**config.mk**
```make
export PLATFORM = sky130hd
export DESIGN_NAME = storeAligner
export DESIGN_NICKNAME = d
export VERILOG_FILES = /design/src/logic/dataMemPkg.sv /design/src/logic/storeAligner.sv
export SDC_FILE = /design/constraint.sdc
export NUM_CORES = 1
export LEC_CHECK = 0
export BUFFER_PORTS_ARGS = -buffer_cell sky130_fd_sc_hd__buf_2
export CAP_MARGIN = 30
export CORE_MARGIN = 2
export CORE_UTILIZATION = 34
export DETAILED_ROUTE_END_ITERATION = 6
export PLACE_DENSITY = 0.84
export SLEW_MARGIN = 40
export SYNTH_ARGS = -nofsm -noshare
export SYNTH_HDL_FRONTEND = slang
export SYNTH_SLANG_ARGS = --single-unit
export TNS_END_PERCENT = 10
```
**constraint.sdc**
```tcl
create_clock -name vclk -period 1.7
set_input_delay 0.34 -clock vclk [all_inputs]
set_output_delay 0.34 -clock vclk [all_outputs]
set_load 0.02 [all_outputs]
```
**src/logic/dataMemPkg.sv**
```systemverilog
package dataMemPkg;

    //////////////////////////////////////////////////
    // Access size
    //////////////////////////////////////////////////

    // Size code driven with every access
    typedef enum logic [1:0] {
        opWord = 2'd0,
        opHalf = 2'd1,
        opByte = 2'd2,
        // Reserved code, no write and zero on read
        opNone = 2'd3
    } memOp;

    //////////////////////////////////////////////////
    // Lane geometry
    //////////////////////////////////////////////////

    // Four byte lanes make up one bus word
    localparam int laneCount = 4;
    localparam int laneWidth = 8;
    localparam int dataWidth = laneCount * laneWidth;

    // Halfword spans two lanes
    localparam int halfWidth = 2 * laneWidth;

    //////////////////////////////////////////////////
    // Depth
    //////////////////////////////////////////////////

    // 4096 words by default
    localparam int defaultWordAddrWidth = 12;

    // Byte offset bits inside a word
    localparam int offsetWidth = 2;

endpackage
```
**src/logic/storeAligner.sv**
```systemverilog
module storeAligner (
    input  logic                                                   memWrite,
    input  dataMemPkg::memOp                                       op,
    input  logic [dataMemPkg::offsetWidth-1:0]                     offset,
    input  logic [dataMemPkg::dataWidth-1:0]                       writeData,
    output logic [dataMemPkg::laneCount-1:0]                       laneWrite,
    output logic [dataMemPkg::dataWidth-1:0]                       laneData
);

    //////////////////////////////////////////////////
    // Lane masks
    //////////////////////////////////////////////////

    localparam logic [dataMemPkg::laneCount-1:0] lowPair  = 4'b0011;
    localparam logic [dataMemPkg::laneCount-1:0] highPair = 4'b1100;
    localparam logic [dataMemPkg::laneCount-1:0] oneLane  = 4'b0001;

    // Enables before the store strobe is applied
    logic [dataMemPkg::laneCount-1:0] sizeMask;

    //////////////////////////////////////////////////
    // Data replication and lane select
    //////////////////////////////////////////////////

    always_comb begin
        sizeMask = '0;
        laneData = writeData;
        case (op)
            dataMemPkg::opWord: begin
                sizeMask = '1;
                laneData = writeData;
            end
            dataMemPkg::opHalf: begin
                // Same halfword on both pairs
                laneData = {2{writeData[dataMemPkg::halfWidth-1:0]}};
                // Offset bit 1 picks the enabled pair
                sizeMask = offset[1] ? highPair : lowPair;
            end
            dataMemPkg::opByte: begin
                laneData = {dataMemPkg::laneCount{writeData[dataMemPkg::laneWidth-1:0]}};
                sizeMask = oneLane << offset;
            end
            default: begin
                // opNone leaves every lane untouched
                sizeMask = '0;
            end
        endcase
    end

    assign laneWrite = memWrite ? sizeMask : '0;

    //////////////////////////////////////////////////
    // Checks
    //////////////////////////////////////////////////

    // A byte store must never spill into a neighbouring lane or carry an unknown enable
    always_comb begin
        byteStoreOneLane: assert final (op != dataMemPkg::opByte
            || ($onehot0(laneWrite) && !$isunknown(laneWrite)))
            else $error("byte store enables %b", laneWrite);
    end

endmodule

```
==> results of run 1 <==
[worst paths after layout]
check / startpoint / endpoint / cells after the start
setup / recovery: op[1] / laneWrite[0] / 7
hold / removal: writeData[2] / laneData[2] / 2
[final cells by class]
type                       count  area, um2  area share
tap                           17      21.27     0.01885
multi-input combinational     69      519.2      0.4601
inverter                      11      46.29     0.04102
timing repair buffer          85      541.8      0.4800
[cells in the mapped netlist]
cell       n  area, um2
a21oi_1   11      55.05
a22o_1     8      70.07
a22oi_1    8      60.06
and2_4     1      8.760
buf_2      4      20.02
buf_4      8      60.06
buf_6      2      22.52
clkbuf_1   1      3.750
clkbuf_2   1      5.000
ha_1       5      62.56
inv_1     11      41.29
nand2_1   10      37.54
nand2b_1   2      12.51
nor2_1     9      33.78
nor2_2     1      6.260
nor2b_1    2      12.51
o21a_1     2      15.01
o21ai_1    2      10.01
o22ai_1    8      50.05
[metrics by stage]
step,util,worst slack [ns],power (mW),cells
after global routing,0.6757,-0.04028,0.5187,182
after detailed placement,0.5655,-0.1449,0.4044,181
final,0.6757,0.001287,0.4847,182
after floorplan,-,-0.03144,0.2622,96
after global placement,0.5655,-0.09712,0.3970,181
after CTS,0.5955,-0.01486,0.4227,181
[logic make-up (layout without fill, tap and decap cells)]
family,Yosys count,after routing
AO/OA/AOI/OAI,39,39
buffers and inverters,27,96
AND/OR/NAND/NOR,25,25
adder cells (fa/ha/maj),5,5
[power by group through the flow]
stage	logic, mW	registers, mW	clock network [mW]
after CTS	0.423	0	0
after global routing	0.519	0	0
after detailed placement	0.404	0	0
final	0.485	0	0
after global placement	0.397	0	0
after floorplan	0.262	0	0
[routing by layer]
metal | up-vias | wire, um | GRT usage
met5 | - | 0 | 0
met4 | 0 | 31 | 0.04118
met3 | 6 | 249 | 0.01587
met2 | 65 | 1112 | 0.3577
met1 | 389 | 836 | 0.2047
li1 | 469 | - | -
[timing repair]
item | CTS | global route
resized for setup | 13 | 31
gates cloned | 0 | 1
pin swaps | 1 | 3
endpoints found under the setup margin | 28 | 26
==> metrics.cfg, run 1 <==
[run_status]
status = completed

[finish]
design.seq.count = 0
seqCellArea_um2 = 0
area_delta_synth_final_pct = 92.32
fillCellCount = 145
drive_above_1_share = 0.6000
final_common_cell = buf_2
clockBufferCount = 0
postLayoutCellArea_um2 = 1129
diodes = 0
num-nets-final = 209
final_cell_mix = buf_2 (53), buf_4 (27), a21oi_1 (10), nand2_1 (10)

[logic_synthesis]
synth_cell_type_count = 19
synth_xor_area_frac = 0
synth_top_family_by_area = compound AO/OA/AOI/OAI gates
synth_compound_area_frac = 0.4435
synthAdderAreaFrac = 0.1066
avgSynthCellArea_um2 = 6.113
syn_inst = 96
yosys.area_share.simple = 0.1898
ys_warn_count = 0
muxShareOfSynthArea = 0
syn_nets = 138
synthesis.area_um2 = 586.8
yosysSeqAreaShare = 0

[sta]
fin_tns_setup_ns = 0
finalHoldViolCount = 0
slew_violations = 0
tightest_slew_ns = 0.2406
max_freq_mhz = 588.7
finalHoldWorstSlack_ns = 0.9453
rsz0062_at_grt = yes
relSlewSlack = 0.8392
finalCriticalPeriod_ns = 1.699
period_share = 0.9992
setup_viol = 0

[placed_design]
io_buffers = 73
dpl-instance-area_um2 = 944.7
dp_hpwl_mm = 1.689
place_congestion = 0.6741

[die]
initial_utilization = 0.3513
die_area_um2 = 2074
die_x_um = 45.55
die_h_um = 45.55
rows = 15
pin_count = 73
core_area_um2 = 1670

[run]
cap_violations = 0

[setup_path]
path_delay_family = buffers and inverters
criticalPathCategory = in -> out
start_kind = primary input
crit_buf_inv = 3
critPathArrivalTime_ns = 1.36
cp-end-kind = output pin
cp_common_cell = buf_4
cpPeakStageDelay_ns = 0.20
crit_slowest_cell = ha_1
required_ns = 1.36
critPathMaxFanout = 5
crit_chain = buf_4 > buf_4 > ha_1 > nor2b_4 > nand2b_1 > o21ai_1 > buf_4

[global_route]
overflow = 0
antenna_found_initial = 0
grt_pass1_wl_mm = 2.925
grt_util_all_layers = 0.1819
first_global_vias = 735
grt_start_max_net_pins = 17

[drt]
drtPass1Iterations = 4
vias_per_cell = 5.104
dr.first_iter.drc_count = 20
num_vias = 929
wl_per_cell_um = 12.25
detail-route-antenna-nets = 0
drc_errors = 0
wl_mm = 2.229

[cts]
cts_setup_buffers = 0
holdBufCountCts = 0

[power_and_ir_drop]
p_int_mw = 0.2214
p_sw_mw = 0.2634
p_comb_frac = 1.000
swShare = 0.5433
p_seq_frac = 0
p_leak_nw = 0.6326
ir_worst_vdd_v = 0.0002435
powerDensity_nw_per_um2 = 429.5
clockPowerShare = 0

[worst_hold_path]
min_path_type = in -> out

Note: power is estimated with default switching activity, not from simulation.
==> inputs of run 2 (changes only) <==
Settings changed: PLACE_DENSITY 0.84 to unset, PLACE_DENSITY_LB_ADDON set to 0.05, SKIP_LAST_GASP set to 1.
==> run 2 against run 1 <==
  * Global-route usage shrank 1.5 points
  * Worst setup slack gained 0.026 ns
  * Maximum frequency grew 1.6%
  * Power shrank 2.0%
  * Routed wire length shrank 8.4%
  * Critical path depth shrank 1
==> metrics.cfg, run 2 (synthesized netlist as in run 1, its figures left out) <==
[power_and_ir_drop]
p_leak_nw = 0.6309
ir_worst_vdd_v = 0.0002195
clockPowerShare = 0
powerDensity_nw_per_um2 = 424.5
p_seq_frac = 0
swShare = 0.5403
p_comb_frac = 1.000
p_int_mw = 0.2183
fin_total_pwr_mw = 0.4749
p_sw_mw = 0.2566

[finish]
clockBufferCount = 0
seqCellArea_um2 = 0
postLayoutCoreUtil = 0.6697
final_cells = 183
diodes = 0
final_common_cell = buf_2
area_delta_synth_final_pct = 90.62
drive_above_1_share = 0.5843
postLayoutCellArea_um2 = 1119
final_cell_mix = buf_2 (60), buf_4 (18), a21oi_1 (10), nand2_1 (10)
num-nets-final = 210
design.seq.count = 0
fillCellCount = 157

[drt]
drc_errors = 0
dr.first_iter.drc_count = 2
drtPass1Iterations = 4
wl_mm = 2.041
wl_per_cell_um = 11.15
vias_per_cell = 4.945
detail-route-antenna-nets = 0
num_vias = 905

[setup_path]
required_ns = 1.36
critPathArrivalTime_ns = 1.33
cp-end-kind = output pin
criticalPathCategory = in -> out
critPathMaxFanout = 8
start_kind = primary input

[die]
rows = 15
pin_count = 73
die_x_um = 45.55
core_area_um2 = 1670
die_h_um = 45.55
initial_utilization = 0.3513
die_area_um2 = 2074

[sta]
max_freq_mhz = 598.0
setup_viol = 0
finalHoldWorstSlack_ns = 0.9445
finalHoldViolCount = 0
relSlewSlack = 0.8762
slew_violations = 0
tightest_slew_ns = 0.1858
final.setup.worst_slack_ns = 0.02768
fin_tns_setup_ns = 0
period_share = 0.9837
finalCriticalPeriod_ns = 1.672

[global_route]
antenna_found_initial = 0
grt_start_max_net_pins = 17
first_global_vias = 666
grt_util_all_layers = 0.1673
overflow = 0
grt_pass1_wl_mm = 2.670

[cts]
holdBufCountCts = 0
cts_setup_buffers = 0

[placed_design]
place_congestion = 0.7531
dp.cells = 182
dpl-instance-area_um2 = 952.2
io_buffers = 73
pre_cts_ws_ns = -0.1026
dp_hpwl_mm = 1.607

[run_status]
status = completed

[worst_hold_path]
min_path_type = in -> out

[run]
cap_violations = 0

[run 2: power by group through the flow]
stage	combinational (mW)	clock (mW)	sequential, mW
after global routing	0.511	0	0
after CTS	0.414	0	0
final	0.475	0	0
after detailed placement	0.405	0	0
after floorplan	0.262	0	0
after global placement	0.402	0	0
[run 2: final cells by class]
type	count	area, um2	area share
inverters	11	46.29	0.04139
multi-input cells	69	495.5	0.4430
well taps	17	21.27	0.01902
repair buffers	86	555.5	0.4966
[run 2: routing by layer]
metal  wire, um  GRT usage
met5          0          0
met1        788     0.1929
met3        143    0.01190
met2       1096     0.3408
met4         12   0.005882
[run 2: what timing repair did]
| item | 4_1_cts | 5_1_grt |
|---|---|---|
| endpoints found under the setup margin | 26 | 28 |
| gates resized for setup | 6 | 33 |
| cloned | 0 | 1 |
| pin swaps | 1 | 5 |
[run 2: final timing paths]
path                    startpoint           to  cells after the start
worst max-delay path         op[0]  laneData[8]                      6
worst min-delay path  writeData[3]  laneData[3]                      2
[run 2: critical path: stages]
cell	delay, ns
buf_8	0.09
inv_4	0.04
ha_4	0.33
and2_4	0.21
a22o_1	0.15
buf_2	0.16
==> inputs of run 3 (changes only) <==
Settings changed: CORE_UTILIZATION 34 to 37, MAX_ROUTING_LAYER set to met4, SLEW_MARGIN 40 to 15.
Clock period 1.7 ns to 2.05 ns, I/O delays scaled along.
==> run 3 against run 2 <==
  * Global-route usage increased by 2.1 points
  * Final cell count decreased by 4.4%
  * Routed wire length decreased by 11%
  * Power decreased by 32%
  * Via count decreased by 2.9%
  * First-iteration DRC count increased to 7.0 times the previous value
  * Die area decreased by 7.4%
  * Worst setup slack improved by 0.037 ns
  * Sequential share of layout area unchanged
  * Design area decreased by 19%
  * Non-clock buffer count decreased by 7
  * Critical path type unchanged
  * Critical endpoint is now laneData[10]
  * Largest cell class is now multi-input combinational cells
  * Highest routed layer is now met3
==> metrics.cfg, run 3 (synthesized netlist as in run 1, its figures left out) <==
[die]
initial_utilization = 0.3941
rows = 14
core_area_um2 = 1489
die_h_um = 43.83
die_area_um2 = 1921
die_x_um = 43.83
pin_count = 73

[power_and_ir_drop]
fin_total_pwr_mw = 0.3252
powerDensity_nw_per_um2 = 357.5
ir_worst_vdd_v = 0.0001518
p_leak_nw = 0.5682

[setup_path]
path_delay_family = adder cells
critPathMaxFanout = 8
start_kind = primary input
required_ns = 1.64
crit_buf_inv = 3
cp-end-kind = output pin
crit_slowest_cell = ha_1
critPathArrivalTime_ns = 1.58
cpPeakStageDelay_ns = 0.36
criticalPathCategory = in -> out
crit_chain = buf_2 > inv_1 > ha_1 > nand2b_1 > a22o_1 > buf_2
cp_common_cell = buf_2

[placed_design]
pre_cts_ws_ns = 0.09248
io_buffers = 73
place_congestion = 0.7444
dp_hpwl_mm = 1.556

[global_route]
first_global_vias = 707
antenna_found_initial = 0
grt_start_max_net_pins = 23
grt_util_all_layers = 0.1887
overflow = 0
grt_pass1_wl_mm = 2.918

[finish]
num-nets-final = 203
seqCellArea_um2 = 0
drive_above_1_share = 0.5094
final_cell_mix = buf_2 (73), inv_1 (11), a21oi_1 (11)
clockBufferCount = 0
design.seq.count = 0
postLayoutCoreUtil = 0.6109
final_common_cell = buf_2
diodes = 0
area_delta_synth_final_pct = 55.01

[drt]
wl_per_cell_um = 10.41
dr.first_iter.drc_count = 14
detail-route-antenna-nets = 0
num_vias = 879
drc_errors = 0
drtPass1Iterations = 4
wl_mm = 1.822
vias_per_cell = 5.023

[sta]
finalCriticalPeriod_ns = 1.985
relSlewSlack = 0.7703
rsz0062_at_grt = yes
setup_viol = 0
finalHoldViolCount = 0
period_share = 0.9684
max_freq_mhz = 503.7
fin_tns_setup_ns = 0
tightest_slew_ns = 0.3442
final.setup.worst_slack_ns = 0.06473
slew_violations = 0

[cts]
holdBufCountCts = 0

[run_status]
status = completed

[worst_hold_path]
min_path_type = in -> out
min_from = writeData[2]
whs_path_depth = 2
hold_end = laneData[2]

[run]
cap_violations = 0

run 3: cell count changes in the layout (fill, tap and decap cells not counted), sizes merged:
cell	change
clkbuf	-1
buf	-6
run 3: repair_timing:
item / 4_1_cts / 5_1_grt
hold endpoints to repair: 0 / 0
setup buffers: 0 / 0
endpoints found under the setup margin: 0 / 3
resized for setup: 0 / 1
run 3: power by group:
group          switching (mW)  internal (mW)
clock network               0              0
registers                   0              0
logic                   0.196          0.129
run 3: layout make-up:
cell class / instances / area, um2
inverter: 11 / 41.29
fill: 155 / 579.3
tap: 16 / 20.02
multi-input combinational: 69 / 434.2
timing repair buffer: 79 / 414.1
run 3: metal layers:
metal,part of all wire,global-route usage,vias up
met1,0.40,0.2346,386
met2,0.51,0.3529,36
met4,0,0,0
met5,0,-,-
met3,0.087,0.008333,0
li1,-,-,457
run 3: metrics by stage:
step	hold slack [ns]	area (um2)	std cells
2_1_floorplan	0.9326	586.8	96
3_3_place_gp	1.084	905.9	175
3_5_place_dp	1.087	905.9	175
4_1_cts	1.087	905.9	175
5_1_grt	1.098	909.6	175
6_report	1.086	909.6	175
run 3: worst max path at each step:
stage	slack, ns	start	cells after the start	endpoint
after floorplan	0.18	op[0]	5	laneData[20]
after global placement	0.11	op[0]	6	laneData[10]
after detailed placement	0.09	op[0]	6	laneData[10]
after CTS	0.09	op[0]	6	laneData[10]
after global routing	-0.01	op[0]	6	laneData[13]
final	0.06	op[0]	6	laneData[10]
