`src/logic/dataMemPkg.sv`:
```
package dataMemPkg;

    //////////////////////////////////////////////////
    // Access size
    //////////////////////////////////////////////////

    // Size code driven with every access
    typedef enum logic [1:0] {
        opWord = 2'd0,
        opHalf = 2'd1,
        opByte = 2'd2,
        // Reserved code, no write and zero on read
        opNone = 2'd3
    } memOp;

    //////////////////////////////////////////////////
    // Lane geometry
    //////////////////////////////////////////////////

    // Four byte lanes make up one bus word
    localparam int laneCount = 4;
    localparam int laneWidth = 8;
    localparam int dataWidth = laneCount * laneWidth;

    // Halfword spans two lanes
    localparam int halfWidth = 2 * laneWidth;

    //////////////////////////////////////////////////
    // Depth
    //////////////////////////////////////////////////

    // 4096 words by default
    localparam int defaultWordAddrWidth = 12;

    // Byte offset bits inside a word
    localparam int offsetWidth = 2;

endpackage
```
`src/logic/loadExtractor.sv`:
```
module loadExtractor (
    input  dataMemPkg::memOp                          op,
    input  logic [dataMemPkg::offsetWidth-1:0]        offset,
    input  logic [dataMemPkg::dataWidth-1:0]          laneRead,
    output logic [dataMemPkg::dataWidth-1:0]          readData
);

    localparam int byteExt = dataMemPkg::dataWidth - dataMemPkg::laneWidth;
    localparam int halfExt = dataMemPkg::dataWidth - dataMemPkg::halfWidth;

    // Addressed pieces of the word
    logic [dataMemPkg::laneWidth-1:0] pickedByte;
    logic [dataMemPkg::halfWidth-1:0] pickedHalf;

    //////////////////////////////////////////////////
    // Lane select
    //////////////////////////////////////////////////

    // Byte uses both offset bits
    assign pickedByte = laneRead[offset * dataMemPkg::laneWidth +: dataMemPkg::laneWidth];

    // Halfword ignores offset bit 0
    assign pickedHalf = offset[1]
        ? laneRead[dataMemPkg::dataWidth-1:dataMemPkg::halfWidth]
        : laneRead[dataMemPkg::halfWidth-1:0];

    //////////////////////////////////////////////////
    // Sign extension
    //////////////////////////////////////////////////

    always_comb begin
        case (op)
            dataMemPkg::opWord: begin
                readData = laneRead;
            end
            dataMemPkg::opHalf: begin
                readData = {{halfExt{pickedHalf[dataMemPkg::halfWidth-1]}}, pickedHalf};
            end
            dataMemPkg::opByte: begin
                readData = {{byteExt{pickedByte[dataMemPkg::laneWidth-1]}}, pickedByte};
            end
            default: begin
                // Reserved size reads as zero
                readData = '0;
            end
        endcase
    end

    //////////////////////////////////////////////////
    // Checks
    //////////////////////////////////////////////////

    // Load path is purely combinational, so a bad size shows up directly
    always_comb begin
        opKnown: assert final (!$isunknown(op))
            else $error("access size unknown");
    end

endmodule

```
`config.mk`:
```
export PLATFORM = sky130hd
export DESIGN_NAME = loadExtractor
export DESIGN_NICKNAME = d
export VERILOG_FILES = /design/src/logic/dataMemPkg.sv /design/src/logic/loadExtractor.sv
export SDC_FILE = /design/constraint.sdc
export NUM_CORES = 1
export LEC_CHECK = 0
export BUFFER_PORTS_ARGS = -buffer_cell sky130_fd_sc_hd__buf_2
export CAP_MARGIN = 20
export CELL_PAD_IN_SITES_DETAIL_PLACEMENT = 0
export CELL_PAD_IN_SITES_GLOBAL_PLACEMENT = 2
export CORE_MARGIN = 1.5
export CORE_UTILIZATION = 21
export DETAILED_ROUTE_END_ITERATION = 12
export PLACE_DENSITY = 0.95
export SYNTH_ARGS = -nofsm -noshare
export SYNTH_HDL_FRONTEND = slang
export SYNTH_SLANG_ARGS = --single-unit
```
`constraint.sdc`:
```
create_clock -name vclk -period 2
set_input_delay 0.3 -clock vclk [all_inputs]
set_output_delay 0.3 -clock vclk [all_outputs]
set_load 0.02 [all_outputs]
```
==> run_results.csv, run 1 <==
group,metric,value,unit
worst_setup_path,worst_setup_path_start_kind,"input pin",
worst_setup_path,arrival,1.58,ns
layout,fin_nets,219,
routing,dr.pass1.iters,4,
worst_setup_path,path_cells,"buf_2, mux2_2, a32oi_4, o21ai_0, buf_2",
timing,max_freq,532,MHz
layout,layout.cells.non_filler,229,
timing,fin_crit_sh,0.939,
floorplanning,io_pins,68,
timing,rsz0062_at_grt,"false",
worst_setup_path,cp_max_fo,10,
pwr,p_clk_frac,0,
placed_design,portBuffers,68,
pwr,ir_worst_vdd,117,uV
routing,first_iter_violations,26,
yosys,syn_area,807,um^2
timing,tns,0,ns
routing,via_per_inst,4.86,
clock_tree,cts.repair.resized,0,
run_status,status,"completed",
floorplanning,coreArea,3690,um^2
yosys,synth_common_cells,"nand3_1, nand2_1, mux2i_1, o21ai_0, nor2b_1",
routing,drt-total-wl,3070,um
yosys,postSynthCellCount,112,
clock_tree,cts_hold_buf,0,
floorplanning,row_count,22,
yosys,synth_top_area_cell,"mux2i_1",
layout,seq_cells,0,
routing,drtAntennaViolNets,0,
grt,grt_max_degree,18,
layout,final_area,1220,um^2
timing,setup-violations-final,0,
floorplanning,die_h,65.0,um
grt,grt_pass1_wl,4840,um
pwr,switchingPower,0.221,mW
worst_setup_path,critPathSlowestCell,"mux2_2",
pwr,pwr-share-comb,1.000,
pwr,p_seq_frac,0,
timing,tightest_slew,0.381,ns
routing,drc_errors,0,
floorplanning,die-area,4220,um^2
yosys,synth_seq_area_share,0,
worst_setup_path,crit_path_max_incr_delay,0.41,ns
grt,gr-total-overflow,0,
grt,grt_usage,0.141,
yosys,synth_area_per_cell,7.21,um^2
routing,via_count,1114,
worst_setup_path,crit_path_end_kind,"output pin",
layout,syn_to_final_growth,50.9,%
placed_design,dpl.hpwl,2460,um
grt,grt_pass1_vias,982,
clock_tree,post_cts_buffers,0,
yosys,yosysUniqueCellTypes,22,
placed_design,gp_congestion,0.794,
yosys,synth_nets,148,
layout,layout-drive-gt1-share,0.497,
timing,finalHoldViolations,0,
worst_setup_path,cp.required,1.70,ns
timing,fin_crit,1.88,ns
routing,wire_per_inst,13.4,um
worst_setup_path,path_common_cell,"buf_2",
pwr,internal_power,0.155,mW
pwr,p_leak,0.696,nW
grt,antenna_found_initial,0,
layout,diodes,0,
job,cap_violations,0,
pwr,p_sw_frac,0.587,
floorplanning,chipWidth,65.0,um
layout,clockBufferCount,0,
timing,slew_violations,0,
floorplanning,initial_core_util,0.219,
yosys,synthTopCellsByArea,"mux2i_1, nand3_1, mux4_2, nand2_1, o21ai_0",
timing,relSlewSlack,0.745,
yosys,ys_warn_count,0,
placed_design,dp.cells,229,
layout,fill_cells,435,
yosys,synth_most_common_cell,"nand3_1",
yosys,netlist.area_leader.share,0.174,
worst_setup_path,worstSetupPathType,"in2out",
worst_hold_path,hold_path.class,"in2out",
pwr,p_per_area,309,nW/um^2
layout,final-seq-area,0,um^2
placed_design,place_area,1220,um^2
-- cells by family (layout without fill, tap and decap cells) --
family / Yosys count / count (layout) / synth area share
simple gates: 56 / 56 / 0.344
buf+inv: 12 / 81 / 0.109
mux: 20 / 20 / 0.318
compound gates: 24 / 24 / 0.229
-- metrics by stage --
step	worst slack, ns	hold WS [ns]	power (mW)	utilization
floorplan	0.405	0.804	0.238	-
global placement	0.161	0.966	0.377	0.330
detailed placement	0.125	0.967	0.378	0.330
CTS	0.120	0.969	0.379	0.330
global route	0.0326	0.989	0.408	0.330
finish	0.121	0.962	0.376	0.330
-- area by class of cell --
cell class | instances | area (um^2) | area share
multi-input combinational | 100 | 719 | 0.591
timing repair buffer | 81 | 438 | 0.360
tap | 48 | 60.1 | 0.0493
-- metal layers --
layer  vias to the layer above  global-route usage  part of all wire
met2                        45               0.244              0.46
met3                         0              0.0104             0.071
met1                       505               0.203              0.47
li1                        564                   -                 -
met5                         -                   0                 0
met4                         0                   0                 0
-- worst paths after layout --
check / startpoint / to / slack (ns) / depth (start not counted)
max: offset[1] / readData[8] / 0.12 / 5
min: laneRead[15] / readData[15] / 0.96 / 4
-- layout by cell type (no fill, tap or decap), drive strengths merged --
master / instances
a32oi: 1
a21oi: 4
nand2b: 4
and3b: 1
nor2b: 5
mux2i: 14
nand3: 22
o21ai: 12
nand2: 19
buf: 81
mux4: 4
a221o: 4
mux2: 2
o221ai: 3
and3: 3
nor2: 2
-- worst max-delay path, delay by kind of cell --
family	cells	cell delay [ns]
compound gates	2	0.47
mux	1	0.41
buf+inv	2	0.39
-- power groups by stage --
stage / registers (mW) / clock network (mW) / logic [mW]
after floorplan: 0 / 0 / 0.238
after global placement: 0 / 0 / 0.377
after detailed placement: 0 / 0 / 0.378
after CTS: 0 / 0 / 0.379
after global routing: 0 / 0 / 0.408
final: 0 / 0 / 0.376
(Power assumes the default switching activity.)
==> inputs of run 2 (changes only) <==
Settings changed: CAP_MARGIN 20 to not set, CELL_PAD_IN_SITES_DETAIL_PLACEMENT 0 to not set, CELL_PAD_IN_SITES_GLOBAL_PLACEMENT 2 to not set, CORE_UTILIZATION 21 to 35, PLACE_DENSITY 0.95 to 0.84.
==> run_results.csv, run 2 (synthesis gave the netlist of run 1 again) <==
group,metric,value,unit
run_status,status,"completed",
layout,multi_input_area,719,um^2
worst_setup_path,crit_path_end_kind,"output pin",
placed_design,dpl.hpwl,2160,um
grt,grt_max_degree,18,
layout,fill_cells,239,
job,cap_violations,0,
floorplanning,die-area,2600,um^2
placed_design,portBuffers,68,
worst_setup_path,arrival,1.53,ns
clock_tree,post_cts_buffers,0,
floorplanning,coreArea,2190,um^2
layout,seq_cells,0,
pwr,p_leak,0.683,nW
routing,drt-total-wl,2730,um
floorplanning,io_pins,68,
pwr,p_per_area,314,nW/um^2
worst_hold_path,hold_path.class,"in2out",
pwr,switchingPower,0.216,mW
floorplanning,initial_core_util,0.368,
timing,relSlewSlack,0.679,
worst_setup_path,cp.required,1.70,ns
floorplanning,die_h,51.0,um
routing,drc_errors,0,
layout,fin_nets,215,
layout,clockBufferCount,0,
layout,final-seq-area,0,um^2
worst_setup_path,worstSetupPathType,"in2out",
routing,first_iter_violations,27,
grt,antenna_found_initial,0,
worst_setup_path,worst_setup_path_start_kind,"input pin",
layout,final_common_cell,"buf_2",
timing,rsz0062_at_grt,"false",
timing,fin_crit,1.83,ns
timing,tightest_slew,0.480,ns
timing,finalHoldViolations,0,
worst_setup_path,cp_max_fo,9,
timing,slew_violations,0,
layout,syn_to_final_growth,45.6,%
routing,dr.pass1.iters,4,
timing,setup-violations-final,0,
pwr,p_sw_frac,0.587,
routing,drtAntennaViolNets,0,
pwr,p_clk_frac,0,
pwr,p_seq_frac,0,
timing,tns,0,ns
layout,fin_util,0.536,
layout,mostFrequentLayoutCells,"buf_2, nand3_1, nand2_1",
routing,via_count,1104,
floorplanning,chipWidth,51.0,um
pwr,internal_power,0.152,mW
layout,diodes,0,
grt,grt_pass1_vias,978,
pwr,ir_worst_vdd,131,uV
grt,gr-total-overflow,0,
placed_design,gp_congestion,0.790,
timing,fin_crit_sh,0.916,
routing,wire_per_inst,13.3,um
timing,max_freq,546,MHz
grt,grt_usage,0.209,
clock_tree,cts_hold_buf,0,
layout,layout-drive-gt1-share,0.486,
routing,via_per_inst,5.39,
grt,grt_pass1_wl,4420,um
floorplanning,row_count,17,
clock_tree,cts.repair.resized,0,
pwr,pwr-share-comb,1.000,
-- run 2: power by group through the flow --
stage          clock, mW  sequential [mW]  combinational, mW
6_report               0                0              0.368
5_1_grt                0                0              0.397
4_1_cts                0                0              0.369
3_5_place_dp           0                0              0.368
3_3_place_gp           0                0              0.364
2_1_floorplan          0                0              0.238
-- run 2: cell type report --
type / count / area share
Multi-Input combinational cell: 100 / 0.612
Timing Repair Buffer: 77 / 0.358
Tap cell: 28 / 0.0298
-- run 2: path summary, 6_finish.rpt --
| check | start | endpoint | depth (start not counted) |
|---|---|---|---|
| max | offset[1] | readData[9] | 5 |
| min | laneRead[15] | readData[15] | 4 |
-- run 2: metal layers --
layer	track usage	routed length, um	up-vias
li1	-	-	553
met1	0.283	1230	511
met2	0.387	1330	40
met3	0.00877	173	0
met4	0	0	0
met5	0	0	-
-- run 2: per-stage QoR --
stage / hold WS (ns) / setup slack (ns) / power, mW / area [um^2] / instances
3_5_place_dp: 0.949 / 0.157 / 0.368 / 1170 / 205
2_1_floorplan: 0.804 / 0.405 / 0.238 / 807 / 112
6_report: 0.951 / 0.168 / 0.368 / 1170 / 205
4_1_cts: 0.949 / 0.151 / 0.369 / 1170 / 205
3_3_place_gp: 0.950 / 0.184 / 0.364 / 1170 / 205
5_1_grt: 0.978 / 0.0549 / 0.397 / 1170 / 205
-- run 2: critical path, cell delays in order --
cell and delay, ns:
buf_2 0.19, mux2_2 0.41, a32oi_4 0.29, o21ai_0 0.15, buf_2 0.18
==> inputs of run 3 (changes only) <==
Settings changed: CORE_UTILIZATION 35 to 30, GPL_TIMING_DRIVEN set to 0, PLACE_DENSITY 0.84 to 0.75.
==> run_results.csv, run 3 (synthesis gave the netlist of run 1 again) <==
group,metric,value,unit
pwr,switchingPower,0.220,mW
floorplanning,row_count,18,
timing,rsz0062_at_grt,"false",
routing,drt-total-wl,2950,um
grt,grt_busiest_layer,"met2",
job,cap_violations,0,
routing,via_count,1110,
timing,finalHoldViolations,0,
worst_setup_path,crit_path_end_kind,"output pin",
worst_setup_path,crit_path_max_incr_delay,0.37,ns
worst_setup_path,crit_buf_inv,3,
worst_setup_path,worst_setup_path_start_kind,"input pin",
grt,met3_usage,0.0246,
timing,fin_ws,0.163,ns
placed_design,post-place-ws,0.126,ns
pwr,ir_worst_vdd,177,uV
placed_design,dp.cells,207,
pwr,p_per_area,316,nW/um^2
grt,grt_max_degree,11,
worst_hold_path,hold_path.class,"in2out",
placed_design,portBuffers,65,
layout,fin_util,0.464,
timing,fin_crit_sh,0.918,
grt,antenna_found_initial,0,
layout,clockBufferCount,0,
layout,seq_cells,0,
worst_hold_path,whs_path_depth,4,
pwr,internal_power,0.150,mW
grt,grt_pass1_wl,4600,um
pwr,pwr-share-comb,1.000,
worst_setup_path,arrival,1.54,ns
worst_setup_path,critPathSlowestCell,"nor2_1",
clock_tree,cts_hold_buf,0,
layout,syn_to_final_growth,45.1,%
routing,dr.pass1.iters,4,
floorplanning,io_pins,68,
timing,relSlewSlack,0.682,
layout,fill_cells,288,
clock_tree,post_cts_buffers,0,
pwr,p_clk_frac,0,
grt,gr-total-overflow,0,
grt,grt_usage,0.205,
timing,tightest_slew,0.477,ns
pwr,p_leak,0.671,nW
worst_setup_path,cp_max_fo,10,
layout,layout-drive-gt1-share,0.469,
layout,final_common_cell,"buf_2",
placed_design,dpl.hpwl,2310,um
placed_design,gp_congestion,0.829,
routing,first_iter_violations,16,
timing,slew_violations,0,
worst_setup_path,path_cells,"buf_4, nor2_1, nand3_2, buf_6, nand3_1, buf_2",
worst_setup_path,critical-path-top-delay-family,"simple AND/OR/NAND/NOR gates",
pwr,p_sw_frac,0.594,
timing,tns,0,ns
layout,fin_nets,215,
timing,max_freq,544,MHz
floorplanning,initial_core_util,0.320,
routing,drtAntennaViolNets,0,
layout,layout.cells.non_filler,207,
floorplanning,coreArea,2520,um^2
run_status,status,"completed",
floorplanning,die-area,3010,um^2
grt,grtUsageMet1,0.273,
worst_hold_path,min_from,"laneRead[15]",
grt,grt_pass1_vias,1006,
grt,use_met2,0.369,
routing,drc_errors,0,
layout,mostFrequentLayoutCells,"buf_2, nand3_1, nand2_1",
timing,hold_ws,0.940,ns
timing,fin_crit,1.84,ns
worst_setup_path,cp.required,1.70,ns
worst_setup_path,worstSetupPathType,"in2out",
routing,wire_per_inst,14.3,um
floorplanning,chipWidth,54.9,um
layout,diodes,0,
worst_hold_path,hold_end,"readData[15]",
routing,via_per_inst,5.36,
pwr,p_seq_frac,0,
layout,final-seq-area,0,um^2
timing,setup-violations-final,0,
floorplanning,die_h,54.9,um
-- run 3: per-layer routing --
| layer | wire (um) | vias up |
|---|---|---|
| met5 | 0 | - |
| met4 | 0 | 0 |
| met1 | 1320 | 505 |
| li1 | - | 554 |
| met3 | 252 | 0 |
| met2 | 1380 | 51 |
-- run 3: cell type report --
type               count  area (um^2)  area share
well taps             30         37.5      0.0321
plain buffers         12         88.8      0.0759
repair buffers        65          325       0.278
multi-input cells    100          719       0.614
-- run 3: through the flow --
stage          power (mW)  area (um^2)
2_1_floorplan       0.238          807
3_3_place_gp        0.367         1170
3_5_place_dp        0.370         1170
4_1_cts             0.371         1170
5_1_grt             0.401         1170
6_report            0.370         1170
-- run 3: timing repair --
action                                  in CTS  in global routing
gates resized for setup                      0                  2
endpoints found under the setup margin       0                  6
hold endpoints to repair                     0                  0
-- run 3: tightest hold or removal path, cell delays in order --
cell     delay, ns
buf_2         0.08
nand2_1       0.04
nand3_1       0.06
buf_2         0.15
-- run 3: how the worst max path moves through the flow --
stage	startpoint	end	depth (start not counted)
after floorplan	op[0]	readData[10]	5
after global placement	op[1]	readData[23]	6
after detailed placement	op[1]	readData[23]	6
after CTS	op[1]	readData[23]	6
after global routing	op[0]	readData[23]	6
final	op[0]	readData[23]	6
-- run 3: power by group through the flow --
stage	registers (mW)	logic, mW	clock network (mW)
finish	0	0.370	0
global route	0	0.401	0
CTS	0	0.371	0
detailed placement	0	0.370	0
global placement	0	0.367	0
floorplan	0	0.238	0
